## config.mk

```make
export PLATFORM = sky130hd
export DESIGN_NAME = framebuffer_bram
export DESIGN_NICKNAME = d
export VERILOG_FILES = /design/src/common/fb_pkg.sv /design/src/hdl/bram_sdp.sv /design/src/hdl/clut_rom.sv /design/src/hdl/fb_draw_port.sv /design/src/hdl/fb_scanout.sv /design/src/hdl/framebuffer_bram.sv /design/src/linebuffer/linebuffer.sv
export SDC_FILE = /design/constraint.sdc
export NUM_CORES = 1
export LEC_CHECK = 0
export BUFFER_PORTS_ARGS = -buffer_cell sky130_fd_sc_hd__buf_2
export CAP_MARGIN = 10
export CORE_AREA = 2 2 39 41
export DETAILED_ROUTE_END_ITERATION = 10
export DIE_AREA = 0 0 41 43
export PLACE_DENSITY = 0.65
export SLEW_MARGIN = 20
export SYNTH_ARGS = -nofsm -noshare
export SYNTH_HDL_FRONTEND = slang
export SYNTH_SLANG_ARGS = --single-unit
```

## constraint.sdc

```tcl
create_clock -name clk_sys -period 2.2 [get_ports clk_sys]
set_clock_uncertainty 0.2 [all_clocks]
set_input_delay 0.55 -clock clk_sys [delete_from_list [all_inputs] [get_ports clk_sys]]
set_output_delay 0.55 -clock clk_sys [all_outputs]
set_load 0.02 [all_outputs]
```

## src/palette.mem

```
// rgb palette, one word per index: red green blue nibbles
0F5
1E4
2D7
3C6
4B1
5A0
693
782
87D
96C
A5F
B4E
C39
D28
E1B
F0A

```

## src/common/fb_pkg.sv

```systemverilog
// framebuffer package
// buffer geometry, data widths and the scan sequencer state type

`default_nettype none

package fb_pkg;

    // framebuffer geometry
    localparam logic [15:0] fb_width = 16'd16;  // pixels per line
    localparam int fb_height = 12;               // lines per buffer
    localparam int fb_pixels = fb_width * fb_height;  // 192 entries
    localparam int fb_addrw = 8;                 // covers fb_pixels

    // coordinate and colour widths
    localparam int cordw = 16;  // signed drawing coordinates
    localparam int cidxw = 4;   // colour index, 16 colours
    localparam int chanw = 4;   // bits per colour channel

    // display scaling, same factor horizontally and vertically
    localparam int lb_scale = 2;

    // min cycles from line strobe to de rising
    // scan reads fb_width pixels plus 3 pipeline cycles inside this window
    localparam int lb_fill_cycles = 24;

    // palette image, one 3-digit hex rgb word per line
    localparam string palette_file = "/design/src/palette.mem";

    // scan sequencer state
    typedef enum logic {
        scan_idle,  // waiting for line request
        scan_fill   // streaming one row out of the buffer
    } scan_state_t;

endpackage

`default_nettype wire

```

## src/hdl/bram_sdp.sv

```systemverilog
// simple dual-port block ram holding the colour index framebuffer
// one write port, one read port with a registered output

`timescale 1ns/1ps
`default_nettype none

module bram_sdp (
    input  wire logic                          clk_sys,
    input  wire logic                          wr_en,
    input  wire logic [fb_pkg::fb_addrw-1:0]   wr_addr,
    input  wire logic [fb_pkg::fb_addrw-1:0]   rd_addr,
    input  wire logic [fb_pkg::cidxw-1:0]      wr_data,
    output logic      [fb_pkg::cidxw-1:0]      rd_data
);
    import fb_pkg::*;

    logic [cidxw-1:0] mem [fb_pixels];  // contents undefined until drawn

    // write port
    always_ff @(posedge clk_sys) begin
        if (wr_en) begin
            mem[wr_addr] <= wr_data;
        end
    end

    // read port, 1 cycle latency
    always_ff @(posedge clk_sys) begin
        rd_data <= mem[rd_addr];
    end

endmodule

`default_nettype wire

```

## src/hdl/clut_rom.sv

```systemverilog
// colour lookup table
// maps a colour index to packed 4-bit red, green, blue through an output register

`timescale 1ns/1ps
`default_nettype none

module clut_rom (
    input  wire logic                            clk_sys,
    input  wire logic [fb_pkg::cidxw-1:0]        cidx,
    output logic      [3*fb_pkg::chanw-1:0]      colr  // {red, green, blue}
);
    import fb_pkg::*;

    logic [3*chanw-1:0] palette [2**cidxw];  // one entry per index

    // palette image loaded at elaboration
    initial begin
        $readmemh(palette_file, palette);
    end

    // registered lookup
    always_ff @(posedge clk_sys) begin
        colr <= palette[cidx];
    end

endmodule

`default_nettype wire

```

## src/hdl/fb_draw_port.sv

```systemverilog
// framebuffer drawing port
// turns signed x/y coordinates into a buffer address, clips and gates the write

`timescale 1ns/1ps
`default_nettype none

module fb_draw_port (
    input  wire logic                             clk_sys,
    input  wire logic                             rst_sys,
    input  wire logic                             we,       // draw strobe
    input  wire logic signed [fb_pkg::cordw-1:0]  x,
    input  wire logic signed [fb_pkg::cordw-1:0]  y,
    input  wire logic        [fb_pkg::cidxw-1:0]  cidx,
    output logic                                  clip,     // write fell outside buffer
    output logic                                  wr_en,
    output logic             [fb_pkg::fb_addrw-1:0] wr_addr,
    output logic             [fb_pkg::cidxw-1:0]  wr_data
);
    import fb_pkg::*;

    logic                out_of_range;  // coordinate outside buffer
    logic [fb_addrw-1:0] row_base;      // stage 1: y * width
    logic [fb_addrw-1:0] x_s1;          // stage 1: column
    logic [cidxw-1:0]    cidx_s1;       // stage 1: colour
    logic                we_s1;         // stage 1: strobe

    always_comb begin
        out_of_range = (x < 0) || (x >= $signed(fb_width)) ||
                       (y < 0) || (y >= fb_height);
    end

    // stage 1: row multiply and bounds check
    always_ff @(posedge clk_sys) begin
        row_base <= fb_addrw'(y * fb_width);  // low bits only
        x_s1     <= x[fb_addrw-1:0];
        cidx_s1  <= cidx;
        if (rst_sys) begin
            we_s1 <= 1'b0;
            clip  <= 1'b0;
        end else begin
            we_s1 <= we;
            clip  <= we && out_of_range;  // only flag real writes
        end
    end

    // stage 2: add column, drop clipped writes
    always_ff @(posedge clk_sys) begin
        wr_addr <= row_base + x_s1;
        wr_data <= cidx_s1;
        if (rst_sys) begin
            wr_en <= 1'b0;
        end else begin
            wr_en <= we_s1 && !clip;
        end
    end

endmodule

`default_nettype wire

```

## src/hdl/fb_scanout.sv

```systemverilog
// framebuffer scan sequencer
// reads one buffer row per line request, one address per cycle,
// and rewinds to row 0 at each frame

`timescale 1ns/1ps
`default_nettype none

module fb_scanout (
    input  wire logic                          clk_sys,
    input  wire logic                          rst_sys,
    input  wire logic                          frame,     // rewind to row 0
    input  wire logic                          line_req,  // fetch next row
    output logic [fb_pkg::fb_addrw-1:0]        rd_addr,
    output logic                               rd_valid   // read issued this cycle
);
    import fb_pkg::*;

    scan_state_t                 state;
    logic [$clog2(fb_width)-1:0] pix_cnt;   // column within row
    logic [fb_addrw-1:0]         row_base;  // first address of current row
    logic                        last_pix;

    always_comb begin
        last_pix = (pix_cnt == $bits(pix_cnt)'(fb_width - 1));
    end

    // state, column and row tracking
    always_ff @(posedge clk_sys) begin
        if (rst_sys) begin
            state    <= scan_idle;
            pix_cnt  <= '0;
            row_base <= '0;
        end else begin
            case (state)
                scan_idle: begin
                    if (line_req) begin  // start row on next cycle
                        state   <= scan_fill;
                        pix_cnt <= '0;
                    end
                end
                scan_fill: begin  // requests here are dropped
                    if (last_pix) begin
                        state    <= scan_idle;
                        row_base <= row_base + fb_addrw'(fb_width);  // next row
                    end else begin
                        pix_cnt <= pix_cnt + 1'b1;
                    end
                end
                default: begin
                    state <= scan_idle;
                end
            endcase

            // new frame wins over any row in progress
            if (frame) begin
                state    <= scan_idle;
                row_base <= '0;
            end
        end
    end

    // address follows column count directly
    always_comb begin
        rd_addr  = row_base + fb_addrw'(pix_cnt);
        rd_valid = (state == scan_fill);
    end

endmodule

`default_nettype wire

```

## src/hdl/framebuffer_bram.sv

```systemverilog
// indexed colour framebuffer in block ram
// draw port writes colour indices, scan side reads rows through the palette
// into a scaling line buffer for display

`timescale 1ns/1ps
`default_nettype none

module framebuffer_bram (
    input  wire logic                             clk_sys,
    input  wire logic                             rst_sys,
    input  wire logic                             we,     // draw strobe
    input  wire logic signed [fb_pkg::cordw-1:0]  x,
    input  wire logic signed [fb_pkg::cordw-1:0]  y,
    input  wire logic        [fb_pkg::cidxw-1:0]  cidx,
    input  wire logic                             frame,  // display timing
    input  wire logic                             line,
    input  wire logic                             de,
    output logic                                  clip,   // last write dropped
    output logic             [fb_pkg::chanw-1:0]  red,
    output logic             [fb_pkg::chanw-1:0]  green,
    output logic             [fb_pkg::chanw-1:0]  blue
);
    import fb_pkg::*;

    logic                wr_en;
    logic [fb_addrw-1:0] wr_addr;
    logic [cidxw-1:0]    wr_data;
    logic [fb_addrw-1:0] rd_addr;
    logic                rd_valid;
    logic [cidxw-1:0]    rd_data;
    logic [3*chanw-1:0]  clut_colr;
    logic [1:0]          rd_valid_dly;  // bram + clut latency
    logic                din_valid;
    logic                line_req;

    fb_draw_port u_fb_draw_port (
        .clk_sys (clk_sys),
        .rst_sys (rst_sys),
        .we      (we),
        .x       (x),
        .y       (y),
        .cidx    (cidx),
        .clip    (clip),
        .wr_en   (wr_en),
        .wr_addr (wr_addr),
        .wr_data (wr_data)
    );

    fb_scanout u_fb_scanout (
        .clk_sys  (clk_sys),
        .rst_sys  (rst_sys),
        .frame    (frame),
        .line_req (line_req),
        .rd_addr  (rd_addr),
        .rd_valid (rd_valid)
    );

    bram_sdp u_bram_sdp (
        .clk_sys (clk_sys),
        .wr_en   (wr_en),
        .wr_addr (wr_addr),
        .rd_addr (rd_addr),
        .wr_data (wr_data),
        .rd_data (rd_data)
    );

    clut_rom u_clut_rom (
        .clk_sys (clk_sys),
        .cidx    (rd_data),    // index straight from bram
        .colr    (clut_colr)
    );

    // valid follows the data through bram and clut
    always_ff @(posedge clk_sys) begin
        if (rst_sys) begin
            rd_valid_dly <= '0;
        end else begin
            rd_valid_dly <= {rd_valid_dly[0], rd_valid};
        end
    end

    always_comb begin
        din_valid = rd_valid_dly[1];
    end

    linebuffer u_linebuffer (
        .clk_sys   (clk_sys),
        .rst_sys   (rst_sys),
        .frame     (frame),
        .line      (line),
        .de        (de),
        .din_valid (din_valid),
        .din       (clut_colr),
        .line_req  (line_req),
        .red       (red),
        .green     (green),
        .blue      (blue)
    );

endmodule

`default_nettype wire

```

## src/linebuffer/linebuffer.sv

```systemverilog
// display line buffer
// stores one row of rgb colours and replays it scaled by lb_scale in x and y,
// blanking the output outside de

`timescale 1ns/1ps
`default_nettype none

module linebuffer (
    input  wire logic                          clk_sys,
    input  wire logic                          rst_sys,
    input  wire logic                          frame,      // start of frame
    input  wire logic                          line,       // start of display line
    input  wire logic                          de,         // visible part of line
    input  wire logic                          din_valid,
    input  wire logic [3*fb_pkg::chanw-1:0]    din,        // {red, green, blue}
    output logic                               line_req,   // need a new row
    output logic      [fb_pkg::chanw-1:0]      red,
    output logic      [fb_pkg::chanw-1:0]      green,
    output logic      [fb_pkg::chanw-1:0]      blue
);
    import fb_pkg::*;

    logic [3*chanw-1:0]           lb_mem [fb_width];  // one row of colours
    logic [$clog2(fb_width)-1:0]  wr_ptr;
    logic [$clog2(fb_width)-1:0]  rd_ptr;
    logic [$clog2(lb_scale)-1:0]  line_phase;  // display line within a scaled row
    logic [$clog2(lb_scale)-1:0]  rep_cnt;     // output cycle within a scaled pixel

    // new row on the first display line of each scaled group
    always_comb begin
        line_req = line && (line_phase == '0);
    end

    // vertical repeat count, cleared by frame
    always_ff @(posedge clk_sys) begin
        if (rst_sys || frame) begin
            line_phase <= '0;
        end else if (line) begin
            if (line_phase == $bits(line_phase)'(lb_scale - 1)) begin
                line_phase <= '0;
            end else begin
                line_phase <= line_phase + 1'b1;
            end
        end
    end

    // fill side
    always_ff @(posedge clk_sys) begin
        if (rst_sys || line_req) begin
            wr_ptr <= '0;  // row restarts at column 0
        end else if (din_valid) begin
            wr_ptr <= wr_ptr + 1'b1;
        end
    end

    always_ff @(posedge clk_sys) begin
        if (din_valid) begin
            lb_mem[wr_ptr] <= din;
        end
    end

    // replay side, horizontal repeat
    always_ff @(posedge clk_sys) begin
        if (rst_sys || !de) begin
            rd_ptr  <= '0;  // restart from column 0 at de rise
            rep_cnt <= '0;
        end else if (rep_cnt == $bits(rep_cnt)'(lb_scale - 1)) begin
            rep_cnt <= '0;
            rd_ptr  <= rd_ptr + 1'b1;
        end else begin
            rep_cnt <= rep_cnt + 1'b1;
        end
    end

    // registered output, zero when de was low
    always_ff @(posedge clk_sys) begin
        if (rst_sys) begin
            {red, green, blue} <= '0;
        end else if (de) begin
            {red, green, blue} <= lb_mem[rd_ptr];
        end else begin
            {red, green, blue} <= '0;
        end
    end

endmodule

`default_nettype wire

```

==> summary.json, run 1 <==
{
  "timing": {
    "setup_repair_after_global_routing_missed_its_margin": "no",
    "post-route-min-period_ns": 1.59,
    "timing.final.crit_share": 0.721,
    "finalSetupViolations": 0,
    "highest_clock_frequency_the_design_can_meet_mhz": 630,
    "timing_max_transition_violations_final": 0,
    "final-hold-violation-count": 0,
    "setup_tns_ns": 0
  },
  "die": {
    "die_height_um": 43,
    "rows": 14,
    "top_level_ports": 55,
    "effective_utilization_at_floorplan": 0.129,
    "placeableCoreArea_um2": 1380,
    "die_width_um": 41,
    "die_area_um2": 1760
  },
  "worst_hold_path": {
    "hold_path.class": "in2reg"
  },
  "grt": {
    "grt_pass1_vias": 209,
    "first_pass_grt_wire_length_um": 627,
    "grt_start_max_net_pins": 2,
    "grt_remaining_overflow": 0,
    "grt_antenna_before_repair": 0,
    "gr-usage-all-layers": 0.0480
  },
  "cells_and_area": {
    "area_delta_synth_final_pct": 65.0,
    "fin_area_um2": 295,
    "largest_reg_flops": 1,
    "design.final.nets": 96,
    "drive_gt1_frac": 0.558,
    "commonest_non_fill_non_tap_cell_in_the_layout": "sky130_fd_sc_hd__buf_2",
    "mostFrequentLayoutCells": "sky130_fd_sc_hd__buf_2 (29), sky130_fd_sc_hd__conb_1 (12), sky130_fd_sc_hd__nor4_1 (6)",
    "antenna-diode-count": 0,
    "largest_register": "u_fb_draw_port.clip",
    "reg.largest.list": "u_fb_draw_port.clip: 1 flops"
  },
  "power": {
    "power.density_cell_area_nw_per_um2": 228,
    "total_leakage_power_uw": 0.000175,
    "peakVddDrop_uv": 40.3
  },
  "synth": {
    "synth.avg_cell_area_um2": 7.46,
    "synthDominantAreaCellType": "sky130_fd_sc_hd__buf_4",
    "seq_total_area_yosys": 0.112,
    "count_of_warnings_emitted_by_yosys": 0,
    "synth_seq_cells": 1,
    "postSynthCellCount": 24,
    "synth_top_area_share": 0.503,
    "mappedNetlistArea_um2": 179,
    "synth.lib_cells_used.distinct": 8,
    "ys_top_cells_by_area": "sky130_fd_sc_hd__buf_4 (50%), sky130_fd_sc_hd__nor4_1 (21%), sky130_fd_sc_hd__dfxtp_1 (11%)"
  },
  "status": {
    "status": "finished clean"
  },
  "detailed_routing": {
    "avgViaCountPerCell": 3.43,
    "finalWirelength_um": 519,
    "wire_per_inst_um": 7.63,
    "detailroute.via_count": 233,
    "dr.first_iter.drc_count": 0,
    "postRouteAntennaNets": 0,
    "drc": 0,
    "dr.pass1.iters": 1
  },
  "critical_path": {
    "critical_path.cell_chain": "buf_2 -> nor4_1 -> and4_1 -> a41oi_1",
    "timing.critical_path.required_ns": 1.85,
    "worst_path_bufs_invs": 1,
    "worst_path_max_delay_cell": "sky130_fd_sc_hd__nor4_1",
    "startpoint_type": "input port",
    "endpoint_type_of_the_worst_setup_path": "register",
    "worst-path-max-fanout": 1,
    "timing.critical_path.arrival_ns": 1.24,
    "critical_path.top_delay_family": "simple AND/OR/NAND/NOR gates",
    "slowest_delay_ns": 0.27,
    "setup.worst_path.class": "in2reg"
  },
  "placement": {
    "dpl_cell_area_um2": 295,
    "place.gp.congestion": 0.666,
    "port_buffers": 29
  },
  "clock_network": {
    "cts_resized": 0,
    "cts_hold_repair.buffers": 0,
    "cts.reportedPaths.clkPinSlew_ns": 0,
    "post-cts-setup-buffer-count": 0
  },
  "job": {
    "max-cap-violations": 0
  }
}
==> cell usage after synthesis <==
| library cell | instances |
|---|---|
| sky130_fd_sc_hd__dfxtp_1 | 1 |
| sky130_fd_sc_hd__nand2_1 | 1 |
| sky130_fd_sc_hd__nor4_1 | 6 |
| sky130_fd_sc_hd__a41oi_1 | 1 |
| sky130_fd_sc_hd__conb_1 | 1 |
| sky130_fd_sc_hd__and4_1 | 1 |
| sky130_fd_sc_hd__nand2b_1 | 1 |
| sky130_fd_sc_hd__buf_4 | 12 |
==> report_power, final <==
group | leakage, uW | switching, uW | internal [uW]
clock network | 0 | 0 | 0
logic | 0.000166 | 27.5 | 20.1
registers | 0.00000834 | 0.203 | 19.5
==> path summary, 6_finish.rpt <==
| check | end | depth (start not counted) | start |
|---|---|---|---|
| worst max-delay path | u_fb_draw_port.clip$_SDFF_PP0_ | 4 | x[12] |
| worst min-delay path | u_fb_draw_port.clip$_SDFF_PP0_ | 3 | we |
==> kinds of logic after synthesis <==
| group | synth area share |
|---|---|
| buffers and inverters | 0.504 |
| and+or+nand+nor | 0.315 |
| AOI/OAI and AO/OA | 0.0490 |
| other | 0.0210 |
| DFF | 0.112 |
==> tightest hold or removal path: stages <==
cell                       delay [ns]
sky130_fd_sc_hd__buf_2           0.09
sky130_fd_sc_hd__nand2b_1        0.06
sky130_fd_sc_hd__a41oi_1         0.04
==> layout make-up <==
| cell class | count | area (um^2) |
|---|---|---|
| fill | 163 | 1090 |
| timing repair buffer | 29 | 145 |
| multi-input combinational | 22 | 110 |
| sequential | 1 | 20.0 |
| tap | 16 | 20.0 |
==> metrics by stage <==
| stage | setup slack, ns | utilization | cells | hold slack, ns | total power [uW] |
|---|---|---|---|---|---|
| detailed placement | 0.593 | 0.213 | 68 | 0.613 | 67.2 |
| floorplan | 0.816 | - | 35 | 0.483 | 58.5 |
| global route | 0.505 | 0.213 | 68 | 0.633 | 72.6 |
| global placement | 0.617 | 0.213 | 68 | 0.607 | 66.4 |
| finish | 0.614 | 0.213 | 68 | 0.605 | 67.3 |
| CTS | 0.588 | 0.213 | 68 | 0.611 | 67.3 |
==> metal layers <==
metal | track usage | share of wire | up-vias
met4 | 0 | 0 | 0
met1 | 0.0158 | 0.30 | 96
met2 | 0.134 | 0.56 | 17
met3 | 0 | 0.14 | 0
met5 | 0 | 0 | -
li1 | - | - | 120
Note: power is estimated with default switching activity, not from simulation.
==> run 2, diff against run 1 <==
--- a/config.mk
+++ b/config.mk
@@ -5,12 +5,13 @@
 export SDC_FILE = /design/constraint.sdc
 export NUM_CORES = 1
 export LEC_CHECK = 0
+export ABC_AREA = 1
 export BUFFER_PORTS_ARGS = -buffer_cell sky130_fd_sc_hd__buf_2
 export CAP_MARGIN = 10
 export CORE_AREA = 2 2 39 41
 export DETAILED_ROUTE_END_ITERATION = 10
 export DIE_AREA = 0 0 41 43
-export PLACE_DENSITY = 0.65
+export PLACE_DENSITY = 0.69
 export SLEW_MARGIN = 20
 export SYNTH_ARGS = -nofsm -noshare
 export SYNTH_HDL_FRONTEND = slang
==> constraint.sdc (replaced) <==
create_clock -name clk_sys -period 1.55 [get_ports clk_sys]
set_clock_uncertainty 0.2 [all_clocks]
set_input_delay 0.3875 -clock clk_sys [delete_from_list [all_inputs] [get_ports clk_sys]]
set_output_delay 0.3875 -clock clk_sys [all_outputs]
set_load 0.02 [all_outputs]
==> summary.json, run 2 <==
{
  "status": {
    "status": "finished clean"
  },
  "critical_path": {
    "critical_path.top_delay_family": "simple AND/OR/NAND/NOR gates",
    "startpoint_type": "input port",
    "timing.critical_path.arrival_ns": 0.99,
    "cp.depth": 6,
    "worst_path_max_delay_cell": "sky130_fd_sc_hd__or2_0",
    "timing.critical_path.required_ns": 1.24,
    "critical_path.cell_chain": "buf_2 -> or2_0 -> nor2_1 -> nand2_1 -> nor2_1 -> nor2_1",
    "setup.worst_path.class": "in2reg",
    "critPathCapture": "u_fb_draw_port.clip$_SDFF_PP0_",
    "worst_path_bufs_invs": 1,
    "slowest_delay_ns": 0.21,
    "critPathLaunch": "y[15]",
    "worst-path-max-fanout": 1,
    "endpoint_type_of_the_worst_setup_path": "register",
    "cpMostUsedCell": "sky130_fd_sc_hd__nor2_1"
  },
  "cells_and_area": {
    "area_delta_synth_final_pct": 52.0,
    "postLayoutCoreUtil": 0.246,
    "mostFrequentLayoutCells": "sky130_fd_sc_hd__buf_2 (29), sky130_fd_sc_hd__nor2_1 (16), sky130_fd_sc_hd__conb_1 (12), sky130_fd_sc_hd__nand2_1 (9)",
    "design.final.nets": 114,
    "largest_register": "u_fb_draw_port.clip",
    "reg.largest.list": "u_fb_draw_port.clip: 1 flops",
    "largest_reg_flops": 1,
    "commonest_non_fill_non_tap_cell_in_the_layout": "sky130_fd_sc_hd__buf_2",
    "antenna-diode-count": 0,
    "drive_gt1_frac": 0.414
  },
  "grt": {
    "grt_start_max_net_pins": 2,
    "grt_pass1_vias": 222,
    "first_pass_grt_wire_length_um": 696,
    "grt_antenna_before_repair": 0,
    "gr-usage-all-layers": 0.0519,
    "grt_remaining_overflow": 0
  },
  "synth": {
    "synth.cells.most_frequent": "sky130_fd_sc_hd__nor2_1 (16), sky130_fd_sc_hd__buf_4 (12), sky130_fd_sc_hd__nand2_1 (9)",
    "ys_top_cells_by_area": "sky130_fd_sc_hd__buf_4 (40%), sky130_fd_sc_hd__nor2_1 (27%), sky130_fd_sc_hd__nand2_1 (15%)",
    "synth.avg_cell_area_um2": 5.33,
    "mappedNetlistArea_um2": 224,
    "primary_flip_flop_cell_chosen_by_synthesis_mapping": "sky130_fd_sc_hd__dfxtp_1",
    "synth_seq_cells": 1,
    "synth_top_area_share": 0.402,
    "count_of_warnings_emitted_by_yosys": 0,
    "synth_edf_count": 0,
    "synth.lib_cells_used.distinct": 8,
    "post-synth-top-count-cell": "sky130_fd_sc_hd__nor2_1",
    "asyncSetResetFlopFracSynth": 0,
    "postSynthCellCount": 42,
    "seq_total_area_yosys": 0.0894,
    "synthDominantAreaCellType": "sky130_fd_sc_hd__buf_4"
  },
  "timing": {
    "highest_clock_frequency_the_design_can_meet_mhz": 770,
    "setup_repair_after_global_routing_missed_its_margin": "no",
    "final-hold-violation-count": 0,
    "timing_max_transition_violations_final": 0,
    "setup_tns_ns": 0,
    "whs_ns": 0.421,
    "timing.final.crit_share": 0.838,
    "post-route-min-period_ns": 1.30,
    "finalSetupViolations": 0
  },
  "detailed_routing": {
    "postRouteAntennaNets": 0,
    "detailroute.via_count": 280,
    "dr.first_iter.drc_count": 0,
    "finalWirelength_um": 528,
    "wire_per_inst_um": 6.14,
    "dr.pass1.iters": 1,
    "avgViaCountPerCell": 3.26,
    "drc": 0
  },
  "placement": {
    "place.gp.congestion": 0.629,
    "dpl_hpwl_um": 512,
    "port_buffers": 29
  },
  "clock_network": {
    "post-cts-setup-buffer-count": 0,
    "cts_hold_repair.buffers": 0,
    "cts_resized": 0,
    "cts.reportedPaths.clkPinSlew_ns": 0
  },
  "job": {
    "max-cap-violations": 0
  },
  "die": {
    "die_area_um2": 1760,
    "placeableCoreArea_um2": 1380,
    "die_height_um": 43,
    "die_width_um": 41,
    "top_level_ports": 55,
    "effective_utilization_at_floorplan": 0.162,
    "rows": 14
  },
  "power": {
    "power.density_cell_area_nw_per_um2": 299,
    "peakVddDrop_uv": 85.9,
    "total_leakage_power_uw": 0.000206
  },
  "worst_hold_path": {
    "hold_path.class": "in2reg"
  }
}
## run 2: changes by cell type after synthesis, sizes merged
cell	change
a41oi	-1
and2	+1
and4	-1
inv	+1
nand2	+8
nand2b	-1
nor2	+16
nor4	-6
or2	+1
## run 2: worst min-delay path by stage
stage	slack [ns]	endpoint	cells after the start	from
global route	0.43	u_fb_draw_port.clip$_SDFF_PP0_	3	we
global placement	0.42	u_fb_draw_port.clip$_SDFF_PP0_	4	rst_sys
finish	0.42	u_fb_draw_port.clip$_SDFF_PP0_	4	rst_sys
CTS	0.42	u_fb_draw_port.clip$_SDFF_PP0_	4	rst_sys
detailed placement	0.42	u_fb_draw_port.clip$_SDFF_PP0_	4	rst_sys
floorplan	0.31	u_fb_draw_port.clip$_SDFF_PP0_	2	we
## run 2: final cells by class
type	instances	area (um^2)
Fill cell	168	1040
Multi-Input combinational cell	39	151
Timing Repair Buffer	29	145
Sequential cell	1	20.0
Tap cell	16	20.0
Inverter	1	3.75
## run 2: power breakdown
group	total, uW	switching [uW]	leakage (uW)	internal (uW)
clock	0	0	0	0
combinational	73.8	42.5	0.000198	31.3
sequential	28.0	0.301	0.00000834	27.7
total	102	42.8	0.000206	58.9
## run 2: cells by family after synthesis
kind of cell  synth area share
buf+inv                  0.419
simple gates             0.475
flops                   0.0894
other cells             0.0167
## run 2: stage by stage
| stage | instance area, um^2 | std cells | worst slack [ns] | power (uW) |
|---|---|---|---|---|
| after floorplan | 265 | 53 | 0.390 | 89.6 |
| after global placement | 340 | 86 | 0.256 | 101 |
| after detailed placement | 340 | 86 | 0.233 | 102 |
| after CTS | 340 | 86 | 0.230 | 102 |
| after global routing | 340 | 86 | 0.192 | 111 |
| final | 340 | 86 | 0.252 | 102 |
## run 2: metal layers
metal | vias to the layer above | global-route usage | wire length, um
li1 | 156 | - | -
met1 | 106 | 0.0443 | 170
met2 | 18 | 0.119 | 281
met3 | 0 | 0 | 77
met4 | 0 | 0 | 0
met5 | - | 0 | 0
## run 2: tightest hold or removal path: cells and delay by family
kind | cells | cell delay [ns]
buffers and inverters | 2 | 0.10
AND/OR/NAND/NOR | 2 | 0.08
==> run 3, diff against run 2 <==
==> constraint.sdc (replaced) <==
create_clock -name clk_sys -period 1.2 [get_ports clk_sys]
set_clock_uncertainty 0.2 [all_clocks]
set_input_delay 0.3 -clock clk_sys [delete_from_list [all_inputs] [get_ports clk_sys]]
set_output_delay 0.3 -clock clk_sys [all_outputs]
set_load 0.02 [all_outputs]
==> summary.json, run 3 (synthesis gave the netlist of run 2 again) <==
{
  "power": {
    "internal_power_uw": 79.6,
    "power.share.combinational": 0.739,
    "pwr-share-clk": 0,
    "report.power.total_uw": 138,
    "power.density_cell_area_nw_per_um2": 388,
    "power.sequential.fraction": 0.261,
    "p_sw_frac": 0.424,
    "total_leakage_power_uw": 0.000208,
    "p_switching_uw": 58.6,
    "peakVddDrop_uv": 112
  },
  "cells_and_area": {
    "drive_gt1_frac": 0.471,
    "reg.largest.list": "u_fb_draw_port.clip: 1 flops",
    "commonest_non_fill_non_tap_cell_in_the_layout": "sky130_fd_sc_hd__buf_2",
    "antenna-diode-count": 0,
    "largest_register": "u_fb_draw_port.clip",
    "fin_area_um2": 357,
    "largest_reg_flops": 1,
    "mostFrequentLayoutCells": "sky130_fd_sc_hd__buf_2 (28), sky130_fd_sc_hd__nor2_1 (12), sky130_fd_sc_hd__conb_1 (12), sky130_fd_sc_hd__nand2_1 (9), sky130_fd_sc_hd__nor2_2 (4)",
    "filler_cell_count_in_the_final_layout": 171,
    "design.final.nets": 114,
    "area_delta_synth_final_pct": 59.2
  },
  "detailed_routing": {
    "dr.pass1.iters": 1,
    "finalWirelength_um": 579,
    "avgViaCountPerCell": 3.30,
    "postRouteAntennaNets": 0,
    "drc": 0,
    "wire_per_inst_um": 6.73,
    "detailroute.via_count": 284,
    "dr.first_iter.drc_count": 0
  },
  "placement": {
    "dpl_hpwl_um": 512,
    "dpl_cell_area_um2": 340,
    "port_buffers": 29,
    "place.gp.congestion": 0.629
  },
  "timing": {
    "timing.final.crit_share": 0.978,
    "whs_ns": 0.334,
    "highest_clock_frequency_the_design_can_meet_mhz": 852,
    "setup_repair_after_global_routing_missed_its_margin": "yes",
    "timing_max_transition_violations_final": 0,
    "final-hold-violation-count": 0,
    "post-route-min-period_ns": 1.17,
    "finalSetupViolations": 0
  },
  "grt": {
    "first_pass_grt_wire_length_um": 696,
    "grt_start_max_net_pins": 2,
    "grt_antenna_before_repair": 0,
    "grt_remaining_overflow": 0,
    "grt_pass1_vias": 222,
    "gr-usage-all-layers": 0.0519
  },
  "die": {
    "placeableCoreArea_um2": 1380,
    "die_height_um": 43,
    "die_width_um": 41,
    "rows": 14,
    "effective_utilization_at_floorplan": 0.162,
    "top_level_ports": 55,
    "die_area_um2": 1760
  },
  "critical_path": {
    "worst-path-max-fanout": 1,
    "timing.critical_path.required_ns": 0.89,
    "startpoint_type": "input port",
    "endpoint_type_of_the_worst_setup_path": "register",
    "setup.worst_path.class": "in2reg",
    "timing.critical_path.arrival_ns": 0.86
  },
  "clock_network": {
    "cts.reportedPaths.clkPinSlew_ns": 0,
    "cts_hold_repair.buffers": 0
  },
  "job": {
    "max-cap-violations": 0
  },
  "status": {
    "status": "finished clean"
  },
  "worst_hold_path": {
    "hold_path.class": "in2reg"
  }
}
==> run 3: cell types whose count changed in the layout (fill, tap and decap cells not counted) <==
cell	change
sky130_fd_sc_hd__nor2_1	-4
sky130_fd_sc_hd__nor2_2	+4
sky130_fd_sc_hd__buf_2	-1
sky130_fd_sc_hd__buf_6	+1
==> run 3: power by group through the flow <==
stage | Combinational, uW | Sequential (uW) | Clock, uW
detailed placement | 95.4 | 36.2 | 0
CTS | 95.7 | 36.2 | 0
global route | 113 | 36.5 | 0
floorplan | 77.2 | 38.5 | 0
global placement | 93.9 | 36.0 | 0
finish | 102 | 36.1 | 0
==> run 3: final timing paths <==
check                                        end  depth (start not counted)     from
setup / recovery  u_fb_draw_port.clip$_SDFF_PP0_                          6    x[14]
hold / removal    u_fb_draw_port.clip$_SDFF_PP0_                          4  rst_sys
==> run 3: area by class of cell <==
type,instances,area (um^2),share of cell area
Inverter,1,3.75,0.0105
Timing Repair Buffer,29,151,0.425
Multi-Input combinational cell,39,161,0.453
Tap cell,16,20.0,0.0561
Sequential cell,1,20.0,0.0561
==> run 3: what timing repair did <==
action / CTS / global route
endpoints found under the setup margin: 1 / 1
pin swaps: 3 / 2
gates resized for setup: 0 / 5
setup buffers: 0 / 0
==> run 3: routing by layer <==
metal | wire length, um | part of all wire | track usage
met5 | 0 | 0 | 0
met4 | 0 | 0 | 0
met3 | 77 | 0.13 | 0
met2 | 323 | 0.56 | 0.119
met1 | 178 | 0.31 | 0.0443
==> run 3: metrics by stage <==
stage	utilization	TNS, ns	setup slack (ns)	std cells
2_1_floorplan	-	0	0.127	53
3_3_place_gp	0.246	-0.00677	-0.00677	86
3_5_place_dp	0.246	-0.0292	-0.0292	86
4_1_cts	0.246	0	0.00265	86
5_1_grt	0.258	-0.0319	-0.0319	86
6_report	0.258	0	0.0260	86
==> run 3: critical path, stage by stage <==
cell	delay [ns]
sky130_fd_sc_hd__buf_6	0.09
sky130_fd_sc_hd__or2_0	0.21
sky130_fd_sc_hd__nor2_1	0.08
sky130_fd_sc_hd__nand2_1	0.06
sky130_fd_sc_hd__nor2_1	0.08
sky130_fd_sc_hd__nor2_1	0.04
